[config.mk]
export PLATFORM = sky130hd
export DESIGN_NAME = control_regs
export DESIGN_NICKNAME = d
export VERILOG_FILES = /design/src/esp_link_pkg.sv /design/src/control_regs.sv
export SDC_FILE = /design/constraint.sdc
export NUM_CORES = 1
export LEC_CHECK = 0
export BUFFER_PORTS_ARGS = -buffer_cell sky130_fd_sc_hd__buf_2
export CAP_MARGIN = 10
export CORE_UTILIZATION = 47
export CTS_BUF_LIST = sky130_fd_sc_hd__clkbuf_8 sky130_fd_sc_hd__clkbuf_16
export DETAILED_ROUTE_END_ITERATION = 8
export PLACE_DENSITY_LB_ADDON = 0.3
export REMOVE_ABC_BUFFERS = 1
export SYNTH_ARGS = -nofsm -noshare
export SYNTH_HDL_FRONTEND = slang
export SYNTH_SLANG_ARGS = --single-unit
[constraint.sdc]
create_clock -name clk -period 1.8 [get_ports clk]
set_input_delay 0.54 -clock clk [delete_from_list [all_inputs] [get_ports clk]]
set_output_delay 0.54 -clock clk [all_outputs]
set_load 0.02 [all_outputs]
[src/esp_link_pkg.sv]
package esp_link_pkg;

  // opcode word as received from the esp
  typedef logic [7:0] opcode_t;

  // reads answered on the following byte
  localparam opcode_t op_get_cookie     = 8'd0;
  localparam opcode_t op_get_version    = 8'd15;
  localparam opcode_t op_get_config     = 8'd27;
  localparam opcode_t op_get_spi_data   = 8'd31;

  // writes with one parameter byte each
  localparam opcode_t op_set_led        = 8'd26;
  localparam opcode_t op_set_spi_ctrl   = 8'd29;
  localparam opcode_t op_set_spi_data   = 8'd30;
  localparam opcode_t op_set_esp_status = 8'd32;

  // identification bytes
  localparam logic [7:0] cookie        = 8'haf;
  localparam logic [2:0] version_major = 3'd0;
  localparam logic [4:0] version_minor = 5'd3;

  // size of the parser's parameter store
  localparam int max_params = 1;

  // clocks per flash sck period
  localparam int flash_bit_period = 16;

  // phase bits cover one sck period, three more count the bits, top bit is busy
  localparam int flash_phase_w = $clog2(flash_bit_period);
  localparam int flash_cnt_w   = flash_phase_w + 4;

  // so is sampled half way through the high half
  localparam logic [flash_phase_w-1:0] flash_sample_phase =
    flash_phase_w'(flash_bit_period * 3 / 4);

  // remaining parameter bytes of the command in progress
  typedef logic [$clog2(max_params + 1)-1:0] param_cnt_t;

  // one completed command from the parser
  typedef struct packed {
    logic       valid;
    opcode_t    opcode;
    logic [7:0] param;
  } cmd_event_t;

  // rgb status led; red sits in bit 0 to match the set_led parameter
  typedef struct packed {
    logic blue;
    logic green;
    logic red;
  } led_rgb_t;

endpackage
[src/control_regs.sv]
`timescale 1ns/1ns

module control_regs (
  input  logic                     clk,
  input  logic                     cass_out_sel_n,
  input  esp_link_pkg::cmd_event_t cmd,
  input  logic                     bad_opcode,
  input  logic [3:0]               conf,
  input  logic [7:0]               flash_rx,
  output esp_link_pkg::led_rgb_t   led,
  output logic [7:0]               esp_status,
  output logic                     flash_cs,
  output logic                     spi_error,
  output logic [7:0]               reply_byte
);
  import esp_link_pkg::*;

  always_ff @(posedge clk or negedge cass_out_sel_n) begin
    if (!cass_out_sel_n) begin
      led        <= '0;
      esp_status <= '0;
      flash_cs   <= 1'b0;
      spi_error  <= 1'b0;
      reply_byte <= '0;
    end else begin
      // sticky until the next reset
      if (bad_opcode)
        spi_error <= 1'b1;

      if (cmd.valid) begin
        case (cmd.opcode)
          op_set_led: begin
            led <= led_rgb_t'(cmd.param[2:0]);
          end
          op_set_esp_status: begin
            esp_status <= cmd.param;
          end
          op_set_spi_ctrl: begin
            // only bit 7, the flash chip select, is kept
            flash_cs <= cmd.param[7];
          end
          op_get_cookie: begin
            reply_byte <= cookie;
          end
          op_get_version: begin
            reply_byte <= {version_major, version_minor};
          end
          op_get_config: begin
            // switches read low when on
            reply_byte <= {4'b0000, ~conf};
          end
          op_get_spi_data: begin
            reply_byte <= flash_rx;
          end
          default: begin
          end
        endcase
      end
    end
  end

endmodule

==> After elaboration in Yosys (flattened, before gate mapping) <==
Cells that the tools add are included.
{ "classes": {"eq_ne": 6, "n_mux": 1, "bitwise": 1, "n_reduce_logical": 6} }
{ "op_table": {"columns": ["op", "count"], "rows": [
  ["8-bit by 5-bit == test with 1-bit output (second input constant)", 4],
  ["8-bit one-hot mux with 4 select lines", 1],
  ["8-bit by 4-bit == test with 1-bit output (second input constant)", 1],
  ["8-bit by 6-bit == test with 1-bit output (second input constant)", 1],
  ["8-bit zero test", 1],
  ["2-bit AND reduction", 4],
  ["4-bit inverter", 1],
  ["4-bit nonzero test", 1]
]} }
{ "totals": {"ff_bits": 21, "inputBits": 32, "out_inout_bits": 21, "word_cells": 21} }

==> Longest topological paths before layout <==
{ "depth": {"depth_word": 3, "depth_mapped": 4, "mapped_depth_nobuf": 3} }

==> Worst setup path before layout <==
OpenSTA, ideal clock, no wires.
{ "synth_timing": {"kind": "input to register", "startpoint": "in cmd[15] (netlist bit)", "endpoint": "reg flash_cs", "setup_time_ns": 0.125, "arrival_ns": 1.719, "required_ns": 1.675, "path_slack_ns": -0.044, "stages": 3, "n_path_buf": 0, "path_cell_list": "or4b_4 nor4_1 mux2_2"} }
{ "synth_via": {"elab_chain_cells": 2} }
{ "synth_lines": {"columns": ["item", "line_no", "text"], "rows": [
  ["start: declaration", "control_regs.sv:6", "input esp_link_pkg::cmd_event_t cmd,"],
  ["8-bit by 5-bit == test with 1-bit output", "control_regs.sv:31", "case (cmd.opcode)"],
  ["2-bit AND reduction (no line)", null, null],
  ["end signal: assignment", "control_regs.sv:40", "flash_cs <= cmd.param[7];"],
  ["end: declaration", "control_regs.sv:12", "output logic flash_cs,"]
]} }
Every way passes these cells.
A chain may end at the register's enable or synchronous reset.

==> Final worst setup path <==
{ "layout_timing": {"startpoint": "in cmd[15] (netlist bit)", "endpoint": "reg reply_byte[3]"} }
{ "layout_via": {"elab_chain_cells": 3, "elab_cells_between_ends": 7, "classes_between": "eq/ne: 3; mux: 1; reduce/logical: 3"} }
{ "layout_lines": {"columns": ["item", "line_no", "text"], "rows": [
  ["8-bit by 5-bit == test with 1-bit output, or another cell as far along", "control_regs.sv:31", null],
  ["4-bit nonzero test (no line)", null, null],
  ["2-bit AND reduction (no line)", null, null],
  ["end signal: assignment", "control_regs.sv:43", "reply_byte <= cookie;"],
  ["end signal: assignment", "control_regs.sv:46", "reply_byte <= {version_major, version_minor};"],
  ["end signal: assignment", "control_regs.sv:50", "reply_byte <= {4'b0000, ~conf};"],
  ["end: declaration", "control_regs.sv:14", "output logic [7:0] reply_byte"]
]} }
Several ways; a longest one is shown, not always the timed one.

==> metrics.cfg <==
[run_status]
outcome = finished, final reports clean

[critical_path]
arrival_ps = 1910
critical_path_class = in -> reg
required_ps = 1980
worstSetupEndpointType = flip-flop
cp_max_fo = 6
start_kind = input pin

[yosys]
synth_area_mm2 = 0.001016
ys_types = 27
ys.warnings.count = 0
syn_avg_cell_area_um2 = 12.39
synthCells = 82
async_reset_ff_share_pct = 100.0
synth_edf_count = 0
ys_seq_area_share_pct = 51.72
synth-seq-cells = 21
synth-main-ff-cell = dfrtp_1

[final_layout]
regArea_um2 = 525.5
drive_gt1_share_pct = 58.11
fillCellCount = 165
nets = 181
area_growth_pct = 41.26
design_area_mm2 = 0.001435
antenna_cells = 0
layoutNonFillerInstCount = 175
multi_input_area_um2 = 479.2

[floorplanning]
fp.dieH_um = 48.50
initial_core_util_pct = 50.75
pin_count = 53
fp-row-count = 16
dieArea_mm2 = 0.002352
die_width_um = 48.50
coreArea_mm2 = 0.002002

[cts]
clkLatencyLatePin_ps = 260
cts.sinks = 21
post-cts-setup-buffers = 0
clk_path_buf_depth = 2
hold_buffers = 0
path_clk_slew_ps = 80
cts_made_buffers = 3
cts_resized = 0
root_buffer = clkbuf_8
htreeDepth = 1
cts_tree = yes

[power_and_ir_drop]
leakagePower_nw = 0.7622
power_mw = 1.040
ir_drop_uv = 587.9
powerDensity_mw_per_mm2 = 724.6

[flow_run]
drv_cap = 0

[place]
place_congestion = 0.8276
port_buffers = 52
place_area_mm2 = 0.001389
post-dp-hpwl_mm = 1.868
dp_cells = 171

[routing]
wl_per_cell_um = 14.03
drc = 0
ant_nets = 0
num_vias = 948
dr.first_iter.drc_count = 29
drt-total-wl_mm = 2.455
vias_per_cell = 5.417
dr.pass1.iters = 5

[sta]
period_needed_ps = 1723
tns_ps = 0
setup_viol = 0
period_share_pct = 95.71
rsz0062_at_grt = no
slew_violations = 0
fmax_mhz = 580.5
tightestPinTransition_ps = 467.1
relSlewSlack_pct = 68.86
finalHoldViolCount = 0
fin_worst_skew_ps = 0

[global_routing]
grt_overflow = 0
grt_pass1_vias = 961
grt_usage_pct = 23.34
grt_first_pass_wirelength_mm = 4.174
grt_max_degree = 22
grt_antenna_before_repair = 0

[hold_path]
min_path_type = in -> async

==> layer usage <==
layer  GRT usage (%)  up-vias  part of all wire, %
met3           3.459        5                  7.3
met1           26.65      442                   40
met2           43.43       51                   51
met5               0        -                    0
met4           9.314        0                  1.6
li1                -      450                    -
==> cells by family after synthesis <==
family          Yosys count  share of synthesized area [%]
simple gates             29                          19.09
flops                    21                          51.72
mux                      16                          17.24
compound gates           13                          10.84
buf+inv                   3                          1.108
==> placed cells by master (no fill, tap or decap), drive strengths merged, types with 2 or more instances in the layout <==
| master | Yosys | layout |
|---|---|---|
| clkbuf | 1 | 3 |
| nor3 | 2 | 2 |
| a32o | 2 | 2 |
| nand4 | 4 | 4 |
| nand2 | 3 | 3 |
| inv | 2 | 2 |
| and2 | 5 | 5 |
| mux2 | 12 | 12 |
| o32a | 2 | 2 |
| dfrtp | 21 | 21 |
| nor4 | 2 | 2 |
| or3 | 2 | 2 |
| nor2 | 3 | 3 |
| a41oi | 4 | 4 |
| buf | 0 | 63 |
| a21oi | 2 | 2 |
| nor2b | 2 | 2 |
| o2111ai | 2 | 2 |
| mux2i | 4 | 4 |
==> where the power goes <==
group / switching, mW / total (mW) / internal, mW
registers: 0.0160 / 0.519 / 0.503
clock network: 0.158 / 0.312 / 0.154
logic: 0.113 / 0.208 / 0.0950
==> cell usage after synthesis (2+ instances only) <==
cell type | count | area [µm²]
a21oi_1 | 2 | 10.01
a32o_1 | 2 | 20.02
a41oi_1 | 4 | 35.03
and2_1 | 5 | 31.28
dfrtp_1 | 21 | 525.5
inv_1 | 2 | 7.510
mux2_2 | 12 | 135.1
mux2i_1 | 4 | 40.04
nand2_1 | 3 | 11.26
nand4_1 | 3 | 18.77
nor2_1 | 3 | 11.26
nor2b_1 | 2 | 12.51
nor4_1 | 2 | 12.51
o2111ai_1 | 2 | 17.52
o32a_2 | 2 | 22.52
or3_1 | 2 | 12.51
==> path summary, 6_finish.rpt <==
kind | from | to | slack, ps | cells past startpoint
min in group clk | bad_opcode | spi_error | 460 | 2
hold reg to reg | spi_error | spi_error | 460 | 1
setup reg to reg | reply_byte[0] | reply_byte[0] | 940 | 1
setup / recovery | cmd[15] | reply_byte[3] | 80 | 6
hold / removal | cass_out_sel_n | reply_byte[6] | 220 | 1
max in group asynchronous | cass_out_sel_n | esp_status[5] | 1260 | 1
==> state kept, by name, summed over array words and instances (netlist names) <==
signal	cells
flash_cs	1
led	3
reply_byte	8
esp_status	8
spi_error	1
==> area by class of cell <==
class	count	share of cell area [%]
Clock buffer	3	2.877
Clock inverter	1	0.3487
Inverter	2	0.5231
Multi-Input combinational cell	58	33.39
Sequential cell	21	36.62
Tap cell	27	2.354
Timing Repair Buffer	63	23.89
==> worst max-delay path: stages <==
cell and delay [ps]:
buf_2 110, or4b_4 560, buf_4 160, nor3_2 150, buf_4 180, mux2i_1 200
==> through the flow <==
step	hold WS, ps	setup slack (ps)	util (%)
6_report	220.6	77.29	71.69
2_1_floorplan	244.4	-43.81	-
5_1_grt	253.4	10.62	71.69
3_3_place_gp	446.3	-190.7	69.38
4_1_cts	238.4	67.50	71.69
3_5_place_dp	450.4	-205.8	69.38
Power figures use the tool's default switching activity.
