==> config.mk <==
export PLATFORM = sky130hd
export DESIGN_NAME = command_parser
export DESIGN_NICKNAME = d
export VERILOG_FILES = /design/src/esp_link_pkg.sv /design/src/command_parser.sv
export SDC_FILE = /design/constraint.sdc
export NUM_CORES = 1
export LEC_CHECK = 0
export ABC_AREA = 1
export BUFFER_PORTS_ARGS = -buffer_cell sky130_fd_sc_hd__buf_4
export CAP_MARGIN = 25
export CORE_MARGIN = 2
export CORE_UTILIZATION = 50
export CTS_BUF_LIST = sky130_fd_sc_hd__clkbuf_8
export DETAILED_ROUTE_END_ITERATION = 8
export PLACE_DENSITY = 0.91
export SETUP_SLACK_MARGIN = 0.5
export SYNTH_ARGS = -nofsm -noshare
export SYNTH_HDL_FRONTEND = slang
export SYNTH_SLANG_ARGS = --single-unit
==> constraint.sdc <==
create_clock -name clk -period 3.94 [get_ports clk]
set_clock_uncertainty 0.1 [all_clocks]
set_input_delay 0.197 -clock clk [delete_from_list [all_inputs] [get_ports clk]]
set_output_delay 0.197 -clock clk [all_outputs]
set_load 0.05 [all_outputs]
==> src/esp_link_pkg.sv <==
package esp_link_pkg;

  // opcode word as received from the esp
  typedef logic [7:0] opcode_t;

  // reads answered on the following byte
  localparam opcode_t op_get_cookie     = 8'd0;
  localparam opcode_t op_get_version    = 8'd15;
  localparam opcode_t op_get_config     = 8'd27;
  localparam opcode_t op_get_spi_data   = 8'd31;

  // writes with one parameter byte each
  localparam opcode_t op_set_led        = 8'd26;
  localparam opcode_t op_set_spi_ctrl   = 8'd29;
  localparam opcode_t op_set_spi_data   = 8'd30;
  localparam opcode_t op_set_esp_status = 8'd32;

  // identification bytes
  localparam logic [7:0] cookie        = 8'haf;
  localparam logic [2:0] version_major = 3'd0;
  localparam logic [4:0] version_minor = 5'd3;

  // size of the parser's parameter store
  localparam int max_params = 1;

  // clocks per flash sck period
  localparam int flash_bit_period = 16;

  // phase bits cover one sck period, three more count the bits, top bit is busy
  localparam int flash_phase_w = $clog2(flash_bit_period);
  localparam int flash_cnt_w   = flash_phase_w + 4;

  // so is sampled half way through the high half
  localparam logic [flash_phase_w-1:0] flash_sample_phase =
    flash_phase_w'(flash_bit_period * 3 / 4);

  // remaining parameter bytes of the command in progress
  typedef logic [$clog2(max_params + 1)-1:0] param_cnt_t;

  // one completed command from the parser
  typedef struct packed {
    logic       valid;
    opcode_t    opcode;
    logic [7:0] param;
  } cmd_event_t;

  // rgb status led; red sits in bit 0 to match the set_led parameter
  typedef struct packed {
    logic blue;
    logic green;
    logic red;
  } led_rgb_t;

endpackage
==> src/command_parser.sv <==
`timescale 1ns/1ns

module command_parser (
  input  logic                     clk,
  input  logic                     cass_out_sel_n,
  input  logic [7:0]               rx_byte,
  input  logic                     rx_valid,
  output esp_link_pkg::cmd_event_t cmd,
  output logic                     bad_opcode
);
  import esp_link_pkg::*;

  typedef enum logic {
    idle,
    read_params
  } state_t;

  state_t     state;
  opcode_t    opcode_q;
  logic [7:0] param_q [max_params];
  param_cnt_t param_cnt;
  param_cnt_t param_idx;
  param_cnt_t op_params;
  logic       op_known;
  logic       valid_q;
  logic       bad_q;

  // parameter bytes per opcode
  always_comb begin
    op_known  = 1'b1;
    op_params = '0;
    case (rx_byte)
      op_get_cookie,
      op_get_version,
      op_get_config,
      op_get_spi_data: begin
        op_params = '0;
      end
      op_set_led,
      op_set_spi_ctrl,
      op_set_spi_data,
      op_set_esp_status: begin
        op_params = param_cnt_t'(1);
      end
      default: begin
        op_known = 1'b0;
      end
    endcase
  end

  always_ff @(posedge clk or negedge cass_out_sel_n) begin
    if (!cass_out_sel_n) begin
      state     <= idle;
      param_cnt <= '0;
      param_idx <= '0;
      valid_q   <= 1'b0;
      bad_q     <= 1'b0;
    end else begin
      valid_q <= 1'b0;
      bad_q   <= 1'b0;
      if (rx_valid) begin
        case (state)
          idle: begin
            param_idx <= '0;
            if (!op_known) begin
              bad_q <= 1'b1;
            end else if (op_params == '0) begin
              valid_q <= 1'b1;
            end else begin
              param_cnt <= op_params;
              state     <= read_params;
            end
          end
          read_params: begin
            param_idx <= param_idx + param_cnt_t'(1);
            if (param_cnt == param_cnt_t'(1)) begin
              valid_q <= 1'b1;
              state   <= idle;
            end
            param_cnt <= param_cnt - param_cnt_t'(1);
          end
          default: begin
            state <= idle;
          end
        endcase
      end
    end
  end

  // opcode and parameter store
  always_ff @(posedge clk) begin
    if (rx_valid) begin
      if (state == idle)
        opcode_q <= rx_byte;
      else
        param_q[param_idx] <= rx_byte;
    end
  end

  assign cmd.valid  = valid_q;
  assign cmd.opcode = opcode_q;
  assign cmd.param  = param_q[0];
  assign bad_opcode = bad_q;

  assert property (@(posedge clk) disable iff (!cass_out_sel_n) !(cmd.valid && bad_opcode));

  assert property (@(posedge clk) disable iff (!cass_out_sel_n) param_cnt <= max_params);

endmodule

; ---- Yosys cells after proc, flatten, opt, wreduce, memory -nomap -nowiden
; Memories as Yosys holds them, arrays and structs flattened.
; Index checks and enable logic that the tools add are counted.
[word_totals]
output_inout_bits = 18
n_memories = 1
elab_cells = 42
ram_bits = 8
reg_bits = 12
[classes]
n_reduce_logical = 5
n_mux = 20
n_eq_ne = 9
bitwise = 1
n_addsub = 1
[memory_table]
columns = memory, words, width, rd, rd_clocked_by_memory_dff, write_ports, line_no
row1 = param_q, 1, 8, 1, 0, 1, command_parser.sv:20  ; logic [7:0] param_q [max_params];
[ops]
columns = op, n
row1 = $eq 8x5->1 const B, 5
row2 = $mux 1, 17
row3 = $eq 8x4->1 const B, 1
row4 = $eq 8x6->1 const B, 1
row5 = $logic_not 8->1, 1
row6 = $reduce_or 8->1, 1
row7 = $pmux 1 s2, 3
row8 = $ne 2x2->1 const B, 2
row9 = $reduce_or 4->1, 1
row10 = $reduce_and 3->1, 1
row11 = $reduce_and 2->1, 1
row12 = $not 1->1, 1
row13 = $sub 1x1->1 const B, 1

; ---- Depth between registers and ports, before layout
[depth]
ltp_word = 7
ltp_mapped = 9
mapped_depth_nobuf = 9

; ---- Least setup slack after synthesis
; No wires, ideal clock.
[synth_path]
path_type = register to register
startpoint = reg state
endpoint = reg opcode_q[0], enable pin
arrival_time_ps = 801
stages_incl_launch_ff = 2
period_less_slack_ps = 1271
n_path_buf = 0
required_time_ps = 3470
setup_ps = 370
path_slack_ps = 2669
path_cell_list = dfrtp_1 nor2_1
[synth_between]
elab_chain_cells = 2
[synth_lines]
columns = element, line_no
row1 = "start, declared", command_parser.sv:18  ; state_t state;
row2 = "start signal, assigned", command_parser.sv:53  ; state <= idle;
row3 = "start signal, assigned", command_parser.sv:71  ; state <= read_params;
row4 = "start signal, assigned", command_parser.sv:78  ; state <= idle;
row5 = $not 1->1, n/a
row6 = $reduce_and 2->1 (no line), n/a
row7 = "end signal, assigned", command_parser.sv:94  ; opcode_q <= rx_byte;
row8 = "end, declared", command_parser.sv:19  ; opcode_t opcode_q;
; No other way between the ends.
; A chain may end at the register's enable or synchronous reset.

; ---- Worst setup path after layout
; Ends and elaborated chain as after synthesis.

==> impl_metrics.yaml <==
yosys:
  synthMuxAreaShare_pct: 0
  yosys.area_share.adder_pct: 0
  yosys.area_share.xor_xnor_pct: 1.12
  yosysSeqAreaShare_pct: 74.0
  netlist_area_um2: 785
  avgSynthCellArea_um2: 12.1
  synth_top_family_by_area: "simple AND/OR/NAND/NOR gates"
  synth-compound-area-share_pct: 0
  syn_nets: 76
  synth-simple-area-share_pct: 20.6
  ys_ff_latch: 20
  yosysWarnings: 0
  synthCells: 65
  synth_cell_types: 13
timing:
  rsz0062_at_grt: "false"
  finalSetupViolCount: 0
  finalSetupTns_ns: 0
  min_period_over_period_pct: 36.6
  max_slew_margin_pct: 54.8
  slew_viol_final: 0
  tightestPinTransition_ns: 0.675
  finalCriticalPeriod_ns: 1.44
  max_freq_mhz: 694
  hold_slack_ns: 0.0411
  hold_violations: 0
  setup_ws_ns: 2.50
cells_and_area:
  final_util_pct: 71.3
  fill_cells: 105
  fin_cells: 113
  area_growth_pct: 35.4
  drive_above_1_share_pct: 39.2
  post-route-cell-area_um2: 1060
  fin_nets: 109
  n_antenna_cell: 0
power_and_ir_drop:
  power_density_nw_per_um2: 526
  vdd_drop_max_v: 0.000250
  leakagePower_nw: 0.496
  fin_total_pwr_uw: 559
floorplanning:
  core_um2: 1490
  rows: 14
  fp.dieW_um: 43.6
  dieArea_um2: 1900
  pin_count: 29
  die_y_um: 43.6
  initial_core_util_pct: 52.7
placed_design:
  portBuffers: 28
  dp_hpwl_mm: 1.10
  pre_cts_ws_ns: 2.49
  placed_cells: 108
  postPlaceCellArea_um2: 1010
  place_congestion: 0.775
detailed_routing:
  firstDrtPassIters: 4
  routed.top_layer: "met4"
  postRouteAntennaNets: 0
  viasPerCell: 5.00
  route.detailed.drc: 0
  wl_met3_um: 122
  drtIter0Drc: 11
  wl_per_cell_um: 13.1
  m1WireLength_um: 561
  wl_met2_um: 755
  vias: 565
  routed_wl_mm: 1.48
cts:
  cts_tree: "done"
  cts_root_buf: "clkbuf_8"
  clock_path_buffers: 2
  clk_latency_ns: 0.25
  cts_made_buffers: 3
  cts.sinks: 20
  post_cts_buffers: 0
  clk_pin_slew_ns: 0.07
  ctsResizeCount: 0
  htreeDepth: 1
  holdBufCountCts: 1
critical_path:
  reg2reg_slack_ns: 2.50
  crit_arrival_ns: 1.23
  worstSetupPathType: "flip-flop to flip-flop"
  crit_buf_inv: 0
  path_max_fanout: 8
  cp-end-kind: "flip-flop"
  reg2regPathDepth: 1
  cp.depth: 1
  worstSetupStartpointType: "flip-flop"
  cp_data_required_time_ns: 3.73
  critPathTopFamily: "simple AND/OR/NAND/NOR gates"
  crit_chain: "nor2_1"
  slowest_delay_ns: 0.55
  critical_path.slowest_cell: "nor2_1"
run_status:
  status: "finished, final reports clean"
flow_run:
  maxCapViolCount: 0
global_route:
  grt_pass1_wl_mm: 2.21
  antenna_found_initial: 0
  grt.total_usage_pct: 17.0
  grt-ovfl-total: 0
  grt_max_degree: 12
  grt_pass1_vias: 502
hold_path:
  hp-class: "input port to flip-flop"
  hold_depth: 1
[Yosys cell counts]
cell	count	area (um^2)
nand2_1	17	63.8
inv_1	7	26.3
dfrtp_1	4	100
nand3_1	2	10.0
nor2_1	8	30.0
nand2_2	2	12.5
edfxtp_1	16	480
nor2_2	3	18.8
buf_4	1	7.51
nand3_2	1	10.0
or2_2	1	6.26
xor2_1	1	8.76
nor3_1	2	10.0
[flip-flops by register name, indices dropped and copies added (netlist names)]
register	flops
opcode_q	8
param_q	8
bad_opcode	1
param_cnt	1
state	1
valid_q	1
[worst paths after layout]
check                               startpoint       endpoint
worst max-delay path                     state    opcode_q[0]
worst min register to register       param_cnt      param_cnt
max in group asynchronous       cass_out_sel_n        valid_q
min in group asynchronous       cass_out_sel_n      param_cnt
worst max register to register           state    opcode_q[0]
worst min-delay path                rx_byte[6]  param_q[0][6]
[kinds of logic after synthesis]
family / count (synthesis)
flops: 20
buf+inv: 8
simple gates: 36
xor+xnor: 1
[where the power goes]
group	switching, mW	total [mW]	internal (mW)
registers	0.0125	0.274	0.262
logic	0.109	0.152	0.0437
clock network	0.0630	0.132	0.0693
[cell usage in the layout (no fill, tap or decap), drive strengths merged]
cell type / count
nand3: 3
nor3: 2
dlygate4sd3: 1
edfxtp: 16
nand2: 19
or2: 1
xor2: 1
dfrtp: 4
buf: 28
nor2: 11
inv: 8
clkbuf: 3
[routing by layer]
| layer | up-vias | GRT usage (%) |
|---|---|---|
| met4 | 0 | 10.9 |
| met5 | - | 0 |
| met2 | 28 | 28.5 |
| li1 | 271 | - |
| met1 | 262 | 18.6 |
| met3 | 4 | 5.00 |
[area by class of cell]
| class | instances | area [um^2] | share of cell area, % |
|---|---|---|---|
| Inverter | 7 | 26.3 | 2.47 |
| Clock inverter | 1 | 3.75 | 0.353 |
| Timing Repair Buffer | 29 | 220 | 20.7 |
| Multi-Input combinational cell | 37 | 170 | 16.0 |
| Tap cell | 16 | 20.0 | 1.88 |
| Sequential cell | 20 | 581 | 54.7 |
| Clock buffer | 3 | 41.3 | 3.89 |
Power figures use the tool's default switching activity.
