--- config.mk ---
export PLATFORM = sky130hd
export DESIGN_NAME = flash_spi_master
export DESIGN_NICKNAME = d
export VERILOG_FILES = /design/src/esp_link_pkg.sv /design/src/flash_spi_master.sv
export SDC_FILE = /design/constraint.sdc
export NUM_CORES = 1
export LEC_CHECK = 0
export ABC_AREA = 1
export BUFFER_PORTS_ARGS = -buffer_cell sky130_fd_sc_hd__buf_4
export CORE_MARGIN = 10
export CORE_UTILIZATION = 46
export DETAILED_ROUTE_END_ITERATION = 6
export GPL_TIMING_DRIVEN = 0
export PLACE_DENSITY = 0.74
export SYNTH_ARGS = -nofsm -noshare
export SYNTH_HDL_FRONTEND = slang
export SYNTH_SLANG_ARGS = --single-unit
--- constraint.sdc ---
create_clock -name clk -period 2 [get_ports clk]
set_input_delay 0.4 -clock clk [delete_from_list [all_inputs] [get_ports clk]]
set_output_delay 0.4 -clock clk [all_outputs]
set_load 0.03 [all_outputs]
--- src/esp_link_pkg.sv ---
package esp_link_pkg;

  // opcode word as received from the esp
  typedef logic [7:0] opcode_t;

  // reads answered on the following byte
  localparam opcode_t op_get_cookie     = 8'd0;
  localparam opcode_t op_get_version    = 8'd15;
  localparam opcode_t op_get_config     = 8'd27;
  localparam opcode_t op_get_spi_data   = 8'd31;

  // writes with one parameter byte each
  localparam opcode_t op_set_led        = 8'd26;
  localparam opcode_t op_set_spi_ctrl   = 8'd29;
  localparam opcode_t op_set_spi_data   = 8'd30;
  localparam opcode_t op_set_esp_status = 8'd32;

  // identification bytes
  localparam logic [7:0] cookie        = 8'haf;
  localparam logic [2:0] version_major = 3'd0;
  localparam logic [4:0] version_minor = 5'd3;

  // size of the parser's parameter store
  localparam int max_params = 1;

  // clocks per flash sck period
  localparam int flash_bit_period = 16;

  // phase bits cover one sck period, three more count the bits, top bit is busy
  localparam int flash_phase_w = $clog2(flash_bit_period);
  localparam int flash_cnt_w   = flash_phase_w + 4;

  // so is sampled half way through the high half
  localparam logic [flash_phase_w-1:0] flash_sample_phase =
    flash_phase_w'(flash_bit_period * 3 / 4);

  // remaining parameter bytes of the command in progress
  typedef logic [$clog2(max_params + 1)-1:0] param_cnt_t;

  // one completed command from the parser
  typedef struct packed {
    logic       valid;
    opcode_t    opcode;
    logic [7:0] param;
  } cmd_event_t;

  // rgb status led; red sits in bit 0 to match the set_led parameter
  typedef struct packed {
    logic blue;
    logic green;
    logic red;
  } led_rgb_t;

endpackage
--- src/flash_spi_master.sv ---
`timescale 1ns/1ns

module flash_spi_master (
  input  logic                     clk,
  input  logic                     cass_out_sel_n,
  input  esp_link_pkg::cmd_event_t cmd,
  input  logic                     flash_cs,
  output logic [7:0]               flash_rx,
  output logic                     busy,
  output logic                     flash_spi_cs_n,
  output logic                     flash_spi_clk,
  output logic                     flash_spi_si,
  input  logic                     flash_spi_so
);
  import esp_link_pkg::*;

  logic [flash_cnt_w-1:0]   cnt;
  logic [flash_phase_w-1:0] phase;
  logic [7:0]               shift_q;
  logic                     start;

  assign phase = cnt[flash_phase_w-1:0];
  assign busy  = cnt[flash_cnt_w-1];

  // new data while a byte is still going out is dropped
  assign start = cmd.valid && (cmd.opcode == op_set_spi_data) && !busy;

  // counter runs from top bit set until it wraps to zero
  always_ff @(posedge clk or negedge cass_out_sel_n) begin
    if (!cass_out_sel_n) begin
      cnt          <= '0;
      flash_spi_si <= 1'b0;
    end else if (busy) begin
      cnt <= cnt + 1'b1;
      // start of low half
      if (phase == '0)
        flash_spi_si <= shift_q[7];
    end else if (start) begin
      cnt                <= '0;
      cnt[flash_cnt_w-1] <= 1'b1;
    end
  end

  always_ff @(posedge clk) begin
    if (busy) begin
      if (phase == flash_sample_phase)
        shift_q <= {shift_q[6:0], flash_spi_so};
    end else if (start) begin
      shift_q <= cmd.param;
    end
  end

  assign flash_rx       = shift_q;
  assign flash_spi_clk  = cnt[flash_phase_w-1];
  assign flash_spi_cs_n = ~flash_cs;

  // idle clock level is low between transfers
  assert property (@(posedge clk) disable iff (!cass_out_sel_n) !busy |-> !flash_spi_clk);

endmodule

; Yosys cells after proc, flatten, opt, wreduce, memory -nomap -nowiden
; Cells that the tools add are included.
[totals]
register_bits = 17
inputBits = 21
out_inout_bits = 12
elab_cells = 21
[op_classes]
n_addsub = 1
n_eq_ne = 3
muxes = 5
n_bitwise = 1
reduce_logical = 7
[op_table]
columns = cell, count
row1 = $mux 8, 5
row2 = $add 8x1->8 const B, 1
row3 = $eq 8x5->1 const B, 1
row4 = $eq 4x4->1 const B, 1
row5 = $logic_not 4->1, 1
row6 = $reduce_and 2->1, 2
row7 = $logic_and 1x1->1, 2
row8 = $ne 2x1->1 const B, 1
row9 = $reduce_bool 2->1, 1
row10 = $logic_not 1->1, 1
row11 = $not 1->1, 1

; Logic depth before layout (Yosys ltp)
; Gate-level depths: netlist of the first run.
[depth]
word_depth = 5
ltp_mapped = 7
depth_no_buf = 6

; Least setup slack after synthesis of the first run
; No wires, ideal clock.
[synth_path]
path_type = register -> register
start = register cnt[7]
end = register shift_q[0], in the netlist flash_rx[0] (enable)
setup_time_ns = 0.329
arrival_ns = 1.063
setup_slack_ns = 0.608
stages_incl_launch_ff = 5
path_buffers = 1
synth_period_minus_slack_ns = 1.392
path_cell_list = dfrtp_1 > buf_6 > inv_2 > nand4_1 > nand2_1
[synth_via]
elab_chain_cells = 4
word_cells_on_any_way = 5
[synth_rtl]
columns = element, line
row1 = start: declaration, flash_spi_master.sv:17  ; logic [flash_cnt_w-1:0] cnt;
row2 = start signal: assignment, flash_spi_master.sv:34  ; cnt <= cnt + 1'b1;
row3 = $logic_not 1->1, flash_spi_master.sv:26  ; assign start = cmd.valid && (cmd.opcode == op_set_spi_data) && !busy;
row4 = $logic_and 1x1->1, flash_spi_master.sv:26
row5 = $reduce_bool 2->1 (no line), n/a
row6 = $reduce_and 2->1 (no line) (*), n/a
row7 = end signal: assignment, flash_spi_master.sv:47  ; shift_q <= {shift_q[6:0], flash_spi_so};
row8 = end signal: assignment, flash_spi_master.sv:49  ; shift_q <= cmd.param;
row9 = end: declaration, flash_spi_master.sv:19  ; logic [7:0] shift_q;
; Every way passes the cells marked *; elsewhere a longest branch is shown, timed or not.
; A chain may end at the register's enable or synchronous reset.

; Final worst setup path of the first run
[layout_path]
start = register cnt[0]
end = register shift_q[7], in the netlist flash_rx[7] (enable)
[layout_via]
elab_chain_cells = 3
[layout_rtl]
columns = element, line
row1 = $eq 4x4->1, flash_spi_master.sv:46  ; if (phase == flash_sample_phase)
row2 = $ne 2x1->1 (no line), n/a
row3 = $reduce_and 2->1 (no line), n/a
; Every way passes these cells.

==> run metrics, run 1 <==
final core utilization=64.5%; startpoint types=register; CTS root buf=clkbuf_4; number of global-route vias before repair=934; worst slew pin tran=0.344 ns; fin crit share=75.4%; fillers=182; endpoints failing setup=0; PwrDens=701 nW/um^2; RSZ-0062 raised after global routing=no; TNS Setup=0 ns; die width=65.8 um; Critical Path End Type=register; FFs w/ async S/R, synth=52.9%; Hold Crit Class=in2reg; antenna diode count=0; Max VDD drop=0.608 mV; clk_skew=0.00292 ns; Final nets=179; placement row count=16; Synth top area share=24.9%; Final Slew Violations=0; leakage=0.666 nW; final instance area=1280 um^2; Syn Area/Cell=8.18 um^2; Synth cell types=25; max-cap violation count=0; First-pass DRT Iterations=4; Post-Place Cell Area=1240 um^2; H-tree depth=1; WP data arrival=1.50 ns; most frequent cell after synthesis=nand2_1; Yosys top cell by area=edfxtp_1; FF/Latch Area=465 um^2; Post-DRT Antenna Nets=0; Final Total Pwr=896 uW; EDFF count, synth=8; clock net sink count=17; P&R area growth vs syn=32.6%; Post-Synthesis Cells=118; initial antenna violation count=0; sequential area share after synthesis=48.2%; die area=4330 um^2; Slew HR=77.0%; via count=891; Yosys Warn Count=0; fmax=663 MHz; gr usage total=12.1%; critical path's slowest cell=dfrtp_1; boundary pin count=33; largest net degree at the start of global routing=12; detailed placer's ending HPWL=1800 um; Required @ worst endpoint=2.00 ns; Post-Synthesis Net Count=141; Vias/cell=4.90; CTS tree=yes; wire per inst=12.9 um; Buf/Inv on CP=2; Initial Utilization=48.7%; Multi-input gate area=408 um^2; Worst Path Max Fanout=8; Reg clk slew, reported paths=0.11 ns; Buffers on Ports=32; CP Cell Sequence=inv_1 > ha_1 > nand2_1 > clkinv_1 > nand2_1 > nand2_1; Netlist Area Pre-Place=965 um^2; min Tclk post-route=1.51 ns; Crit Path Class=reg2reg; final count of hold timing violations=0; layout cells sized above 1=31.0%; leading register cell type out of synthesis=dfrtp_1; total gr overflow=0; largest cells by area after synthesis=edfxtp_1 25%, dfrtp_1 23%, nand2_1 18%; CP most frequent cell=nand2_1; drt drc=0; DRT iter0 DRCs=28; Routed WL=2340 um; core area=1980 um^2; cts repair resizes=0; CTS buffer count=3; Skew-Pair Late Insertion Delay=0.30 ns; maximum single-stage delay on the critical path=0.45 ns; cell family with most CP delay=flip-flops; first-pass GRT wire length=4170 um; Final GP Congestion=0.828; Max Buffers Root-to-Sink=2; status=completed; chip height=65.8 um; flops & latches, synth=17; commonest cells in the netlist=45 x nand2_1, 14 x nand3_1, 9 x dfrtp_1, 9 x inv_1
[through the flow]
| stage | worst slack, ns | hold WS [ns] | std cells |
|---|---|---|---|
| floorplan | 0.608 | 0.104 | 118 |
| global placement | 0.440 | 0.231 | 177 |
| detailed placement | 0.395 | 0.235 | 177 |
| CTS | 0.478 | 0.351 | 182 |
| global route | 0.355 | 0.354 | 182 |
| finish | 0.491 | 0.359 | 182 |
[area by class of cell]
| type | count | area share [%] |
|---|---|---|
| Buffer | 5 | 3.62 |
| Clock buffer | 3 | 1.76 |
| Clock inverter | 1 | 0.587 |
| Inverter | 12 | 3.52 |
| Multi-Input combinational cell | 84 | 31.9 |
| Sequential cell | 17 | 36.4 |
| Tap cell | 27 | 2.64 |
| Timing Repair Buffer | 33 | 19.6 |
[registers in the layout, indices dropped and copies added (netlist names)]
signal        flops
flash_rx          8
flash_spi_si      1
cnt               8
[cells in the final DEF, fill, tap and decap left out, types with 2 or more instances in the layout]
| cell | count |
|---|---|
| nor2_1 | 8 |
| ha_1 | 2 |
| nand4_1 | 3 |
| nand3_1 | 14 |
| edfxtp_1 | 8 |
| inv_2 | 2 |
| clkbuf_4 | 3 |
| buf_4 | 33 |
| nand2_1 | 45 |
| inv_1 | 9 |
| dfrtp_1 | 9 |
| buf_6 | 3 |
[worst paths after layout]
path,start,end,slack (ns),cells after the start
setup reg to reg,cnt[0],flash_rx[7],0.49,6
max in group asynchronous,cass_out_sel_n,cnt[2],1.42,2
min in group asynchronous,cass_out_sel_n,cnt[4],0.45,2
setup / recovery,cnt[0],flash_rx[7],0.49,6
hold reg to reg,flash_rx[7],flash_spi_si,0.54,2
hold / removal,cmd[2],flash_rx[2],0.36,3
[kinds of logic after synthesis]
group | count (synthesis) | synth area share, %
and+or+nand+nor | 77 | 36.2
buffers and inverters | 17 | 9.47
DFF | 17 | 48.2
AOI/OAI and AO/OA | 4 | 2.59
adders and majority gates | 2 | 2.59
xor gates and xnor gates | 1 | 0.908
[tightest hold or removal path, delay by kind of cell]
kind                   cells  cell delay, ns
and+or+nand+nor            2            0.08
buffers and inverters      1            0.07
[what timing repair did]
action / in CTS / in global routing
setup buffers: 0 / 0
hold buffers: 1 / 0
hold endpoints to repair: 9 / 0
[report_power, final]
group,internal [mW],switching [mW]
Sequential,0.404,0.0407
Combinational,0.111,0.145
Clock,0.0762,0.119
Total,0.591,0.305
[routing by layer]
metal  track usage (%)  wire length (um)
met5                 0                 0
met4              1.60                 0
met3              5.08               147
met2              20.9              1270
met1              13.8               923
Note: power is estimated with default switching activity, not from simulation.
==> run 2, diff against run 1 <==
--- a/config.mk
+++ b/config.mk
@@ -5,13 +5,13 @@
 export SDC_FILE = /design/constraint.sdc
 export NUM_CORES = 1
 export LEC_CHECK = 0
-export ABC_AREA = 1
+export ABC_AREA = 0
 export BUFFER_PORTS_ARGS = -buffer_cell sky130_fd_sc_hd__buf_4
 export CORE_MARGIN = 10
 export CORE_UTILIZATION = 46
 export DETAILED_ROUTE_END_ITERATION = 6
 export GPL_TIMING_DRIVEN = 0
-export PLACE_DENSITY = 0.74
+export PLACE_DENSITY = 0.76
 export SYNTH_ARGS = -nofsm -noshare
 export SYNTH_HDL_FRONTEND = slang
 export SYNTH_SLANG_ARGS = --single-unit
==> constraint.sdc (replaced) <==
create_clock -name clk -period 1.5 [get_ports clk]
set_input_delay 0.3 -clock clk [delete_from_list [all_inputs] [get_ports clk]]
set_output_delay 0.3 -clock clk [all_outputs]
set_load 0.03 [all_outputs]
==> run 2 against run 1 <==
Net effect: register-to-register slack worse by 0.44 ns; first-iteration DRC count down 36%; die area is 6.7% lower; global-route usage is 1.9 points lower; fmax increased by 4.3%; final cell count fell by 25%; synthesized area is 9.6% lower; combinational power is 85% higher; clock-buffer cell count grew 1; total power rose by 59%; critical path type unchanged; largest power group unchanged; highest routed layer unchanged.
==> run metrics, run 2 <==
largest cells by area after synthesis=edfxtp_1 28%, dfrtp_1 26%, mux2_2 10%; FF/Latch Area=467 um^2; die width=63.5 um; worst slew pin tran=0.412 ns; worst setup path endpoint=flash_rx[6]; Final GP Congestion=0.849; Multi-input gate area=398 um^2; total gr overflow=0; H-tree depth=1; flops & latches, synth=17; Net Switching=500 uW; FFs w/ async S/R, synth=52.9%; Setup WS post-layout=0.0540 ns; Required @ worst endpoint=1.46 ns; Slew HR=72.5%; Yosys top cell by area=edfxtp_1; endpoints failing setup=0; core area=1760 um^2; sequential area share after synthesis=53.4%; final count of hold timing violations=0; Vias/cell=5.26; switch share=35.0%; EDFF count, synth=8; Synth cell types=28; first-pass GRT wire length=3440 um; Syn Area/Cell=11.9 um^2; Buffers on Ports=32; CTS root buf=clkbuf_4; fmax=692 MHz; clock power share=16.6%; clock net sink count=17; boundary pin count=33; most frequent cells in the layout=33 x buf_4, 8 x mux2_2, 8 x dfrtp_1, 8 x edfxtp_1, 7 x inv_1; Critical Path End Type=register; initial antenna violation count=0; Crit Path Class=reg2reg; Max Buffers Root-to-Sink=2; gr usage total=10.2%; DRT iter0 DRCs=18; Netlist Area Pre-Place=872 um^2; layout cells sized above 1=46.8%; Skew-Pair Late Insertion Delay=0.29 ns; CTS tree=yes; number of global-route vias before repair=756; worst r2r dst=flash_rx[6]; First-pass DRT Iterations=4; fin crit share=96.4%; largest net degree at the start of global routing=11; chip height=63.5 um; Post-Synthesis Cells=73; Hold Crit Class=in2reg; startpoint types=register; Final nets=135; Post-DRT Antenna Nets=0; Initial Utilization=49.4%; detailed placer's ending HPWL=1600 um; clk_skew=0.00924 ns; max-cap violation count=0; PwrDens=1170 nW/um^2; leading register cell type out of synthesis=dfrtp_1; wire per inst=14.9 um; pre-CTS setup slack=-0.105 ns; Synth top area share=27.5%; Worst Setup SP=cnt[7]; Routed WL=2020 um; R2R Setup Slk=0.05 ns; Sequential Power Share=50.2%; die area=4040 um^2; antenna diode count=0; Worst Path Max Fanout=9; WHS Path Cells=2; CTS buffer count=3; Final Total Pwr=1.43 mW; leakage=0.519 nW; Max VDD drop=1.16 mV; Yosys Warn Count=0; WP data arrival=1.41 ns; P&R area growth vs syn=40.2%; min Tclk post-route=1.45 ns; fillers=145; Internal=927 uW; Comb power frac=33.2%; Post-Synthesis Net Count=96; commonest cells in the netlist=9 x dfrtp_1, 8 x edfxtp_1, 8 x mux2_2; via count=716; Reg clk slew, reported paths=0.10 ns; Final Slew Violations=0; drt drc=0; commonest non-fill, non-tap cell in the layout=buf_4; placement row count=15; final core utilization=69.3%; most frequent cell after synthesis=dfrtp_1; worst r2r src=cnt[7]; status=completed; Reg2Reg Depth=3
-- run 2: changes by cell type after synthesis, moves of 2 or more --
cell | previous run | this run
buf_6 | 3 | 0
inv_1 | 9 | 7
inv_2 | 2 | 0
mux2_2 | 0 | 8
nand2_1 | 45 | 4
nand2b_1 | 0 | 3
nand3_1 | 14 | 6
nand3b_1 | 0 | 3
nand4_1 | 3 | 0
nor2_1 | 8 | 1
o311ai_1 | 0 | 3
o31ai_1 | 0 | 2
-- run 2: layer usage --
layer,track usage (%),vias up,share of wire (%)
met5,0,-,0
met2,19.3,16,55
met1,10.1,354,40
met4,1.64,0,0
met3,4.24,0,5.6
li1,-,346,-
-- run 2: cell type report --
| type | instances | share of cell area (%) |
|---|---|---|
| multi-input combinational | 46 | 32.5 |
| inverter | 7 | 2.15 |
| timing repair buffer | 34 | 21.1 |
| clock buffer | 4 | 2.15 |
| tap | 25 | 2.56 |
| buffer | 3 | 1.33 |
| sequential | 17 | 38.2 |
-- run 2: worst max-delay path, stage by stage, from the launching register on --
cell and delay (ns):
dfrtp_2 0.41, buf_2 0.17, nor4_4 0.31, o21bai_4 0.24
-- run 2: power groups by stage --
stage	sequential (mW)	clock [mW]	combinational (mW)
2_1_floorplan	0.754	0	0.251
3_3_place_gp	0.722	0	0.422
3_5_place_dp	0.725	0	0.440
4_1_cts	0.719	0.249	0.446
5_1_grt	0.733	0.277	0.530
6_report	0.716	0.237	0.474
-- run 2: kinds of logic after synthesis --
kind of cell,share of synthesized area (%)
AND/OR/NAND/NOR,17.4
buffers and inverters,4.59
AO/OA/AOI/OAI,9.18
flip-flops,53.4
XOR/XNOR,1.00
adder cells (fa/ha/maj),2.87
multiplexers,11.6
-- run 2: worst min-delay path by stage --
stage,from,end,slack (ns)
after floorplan,cass_out_sel_n,cnt[0],0.004
after global placement,cass_out_sel_n,cnt[4],0.13
after detailed placement,cass_out_sel_n,cnt[4],0.13
after CTS,cmd[2],flash_rx[2],0.30
after global routing,cmd[0],flash_rx[0],0.29
final,cmd[3],flash_rx[3],0.31
-- run 2: stage by stage --
stage	hold WS, ns	setup TNS [ns]	cell area (um^2)	instances
after CTS	0.300	0	1200	135
after global placement	0.130	-0.848	1160	130
after global routing	0.294	-0.00202	1220	136
after floorplan	0.00441	0	891	73
final	0.308	0	1220	136
after detailed placement	0.130	-0.836	1160	130
-- run 2: timing repair --
item,CTS,global route
buffers inserted,0,1
cloned,0,0
pin swaps,0,0
endpoints found under the setup margin,1,9
gates resized for setup,1,2
hold buffers,1,0
endpoints found under the hold margin,9,0
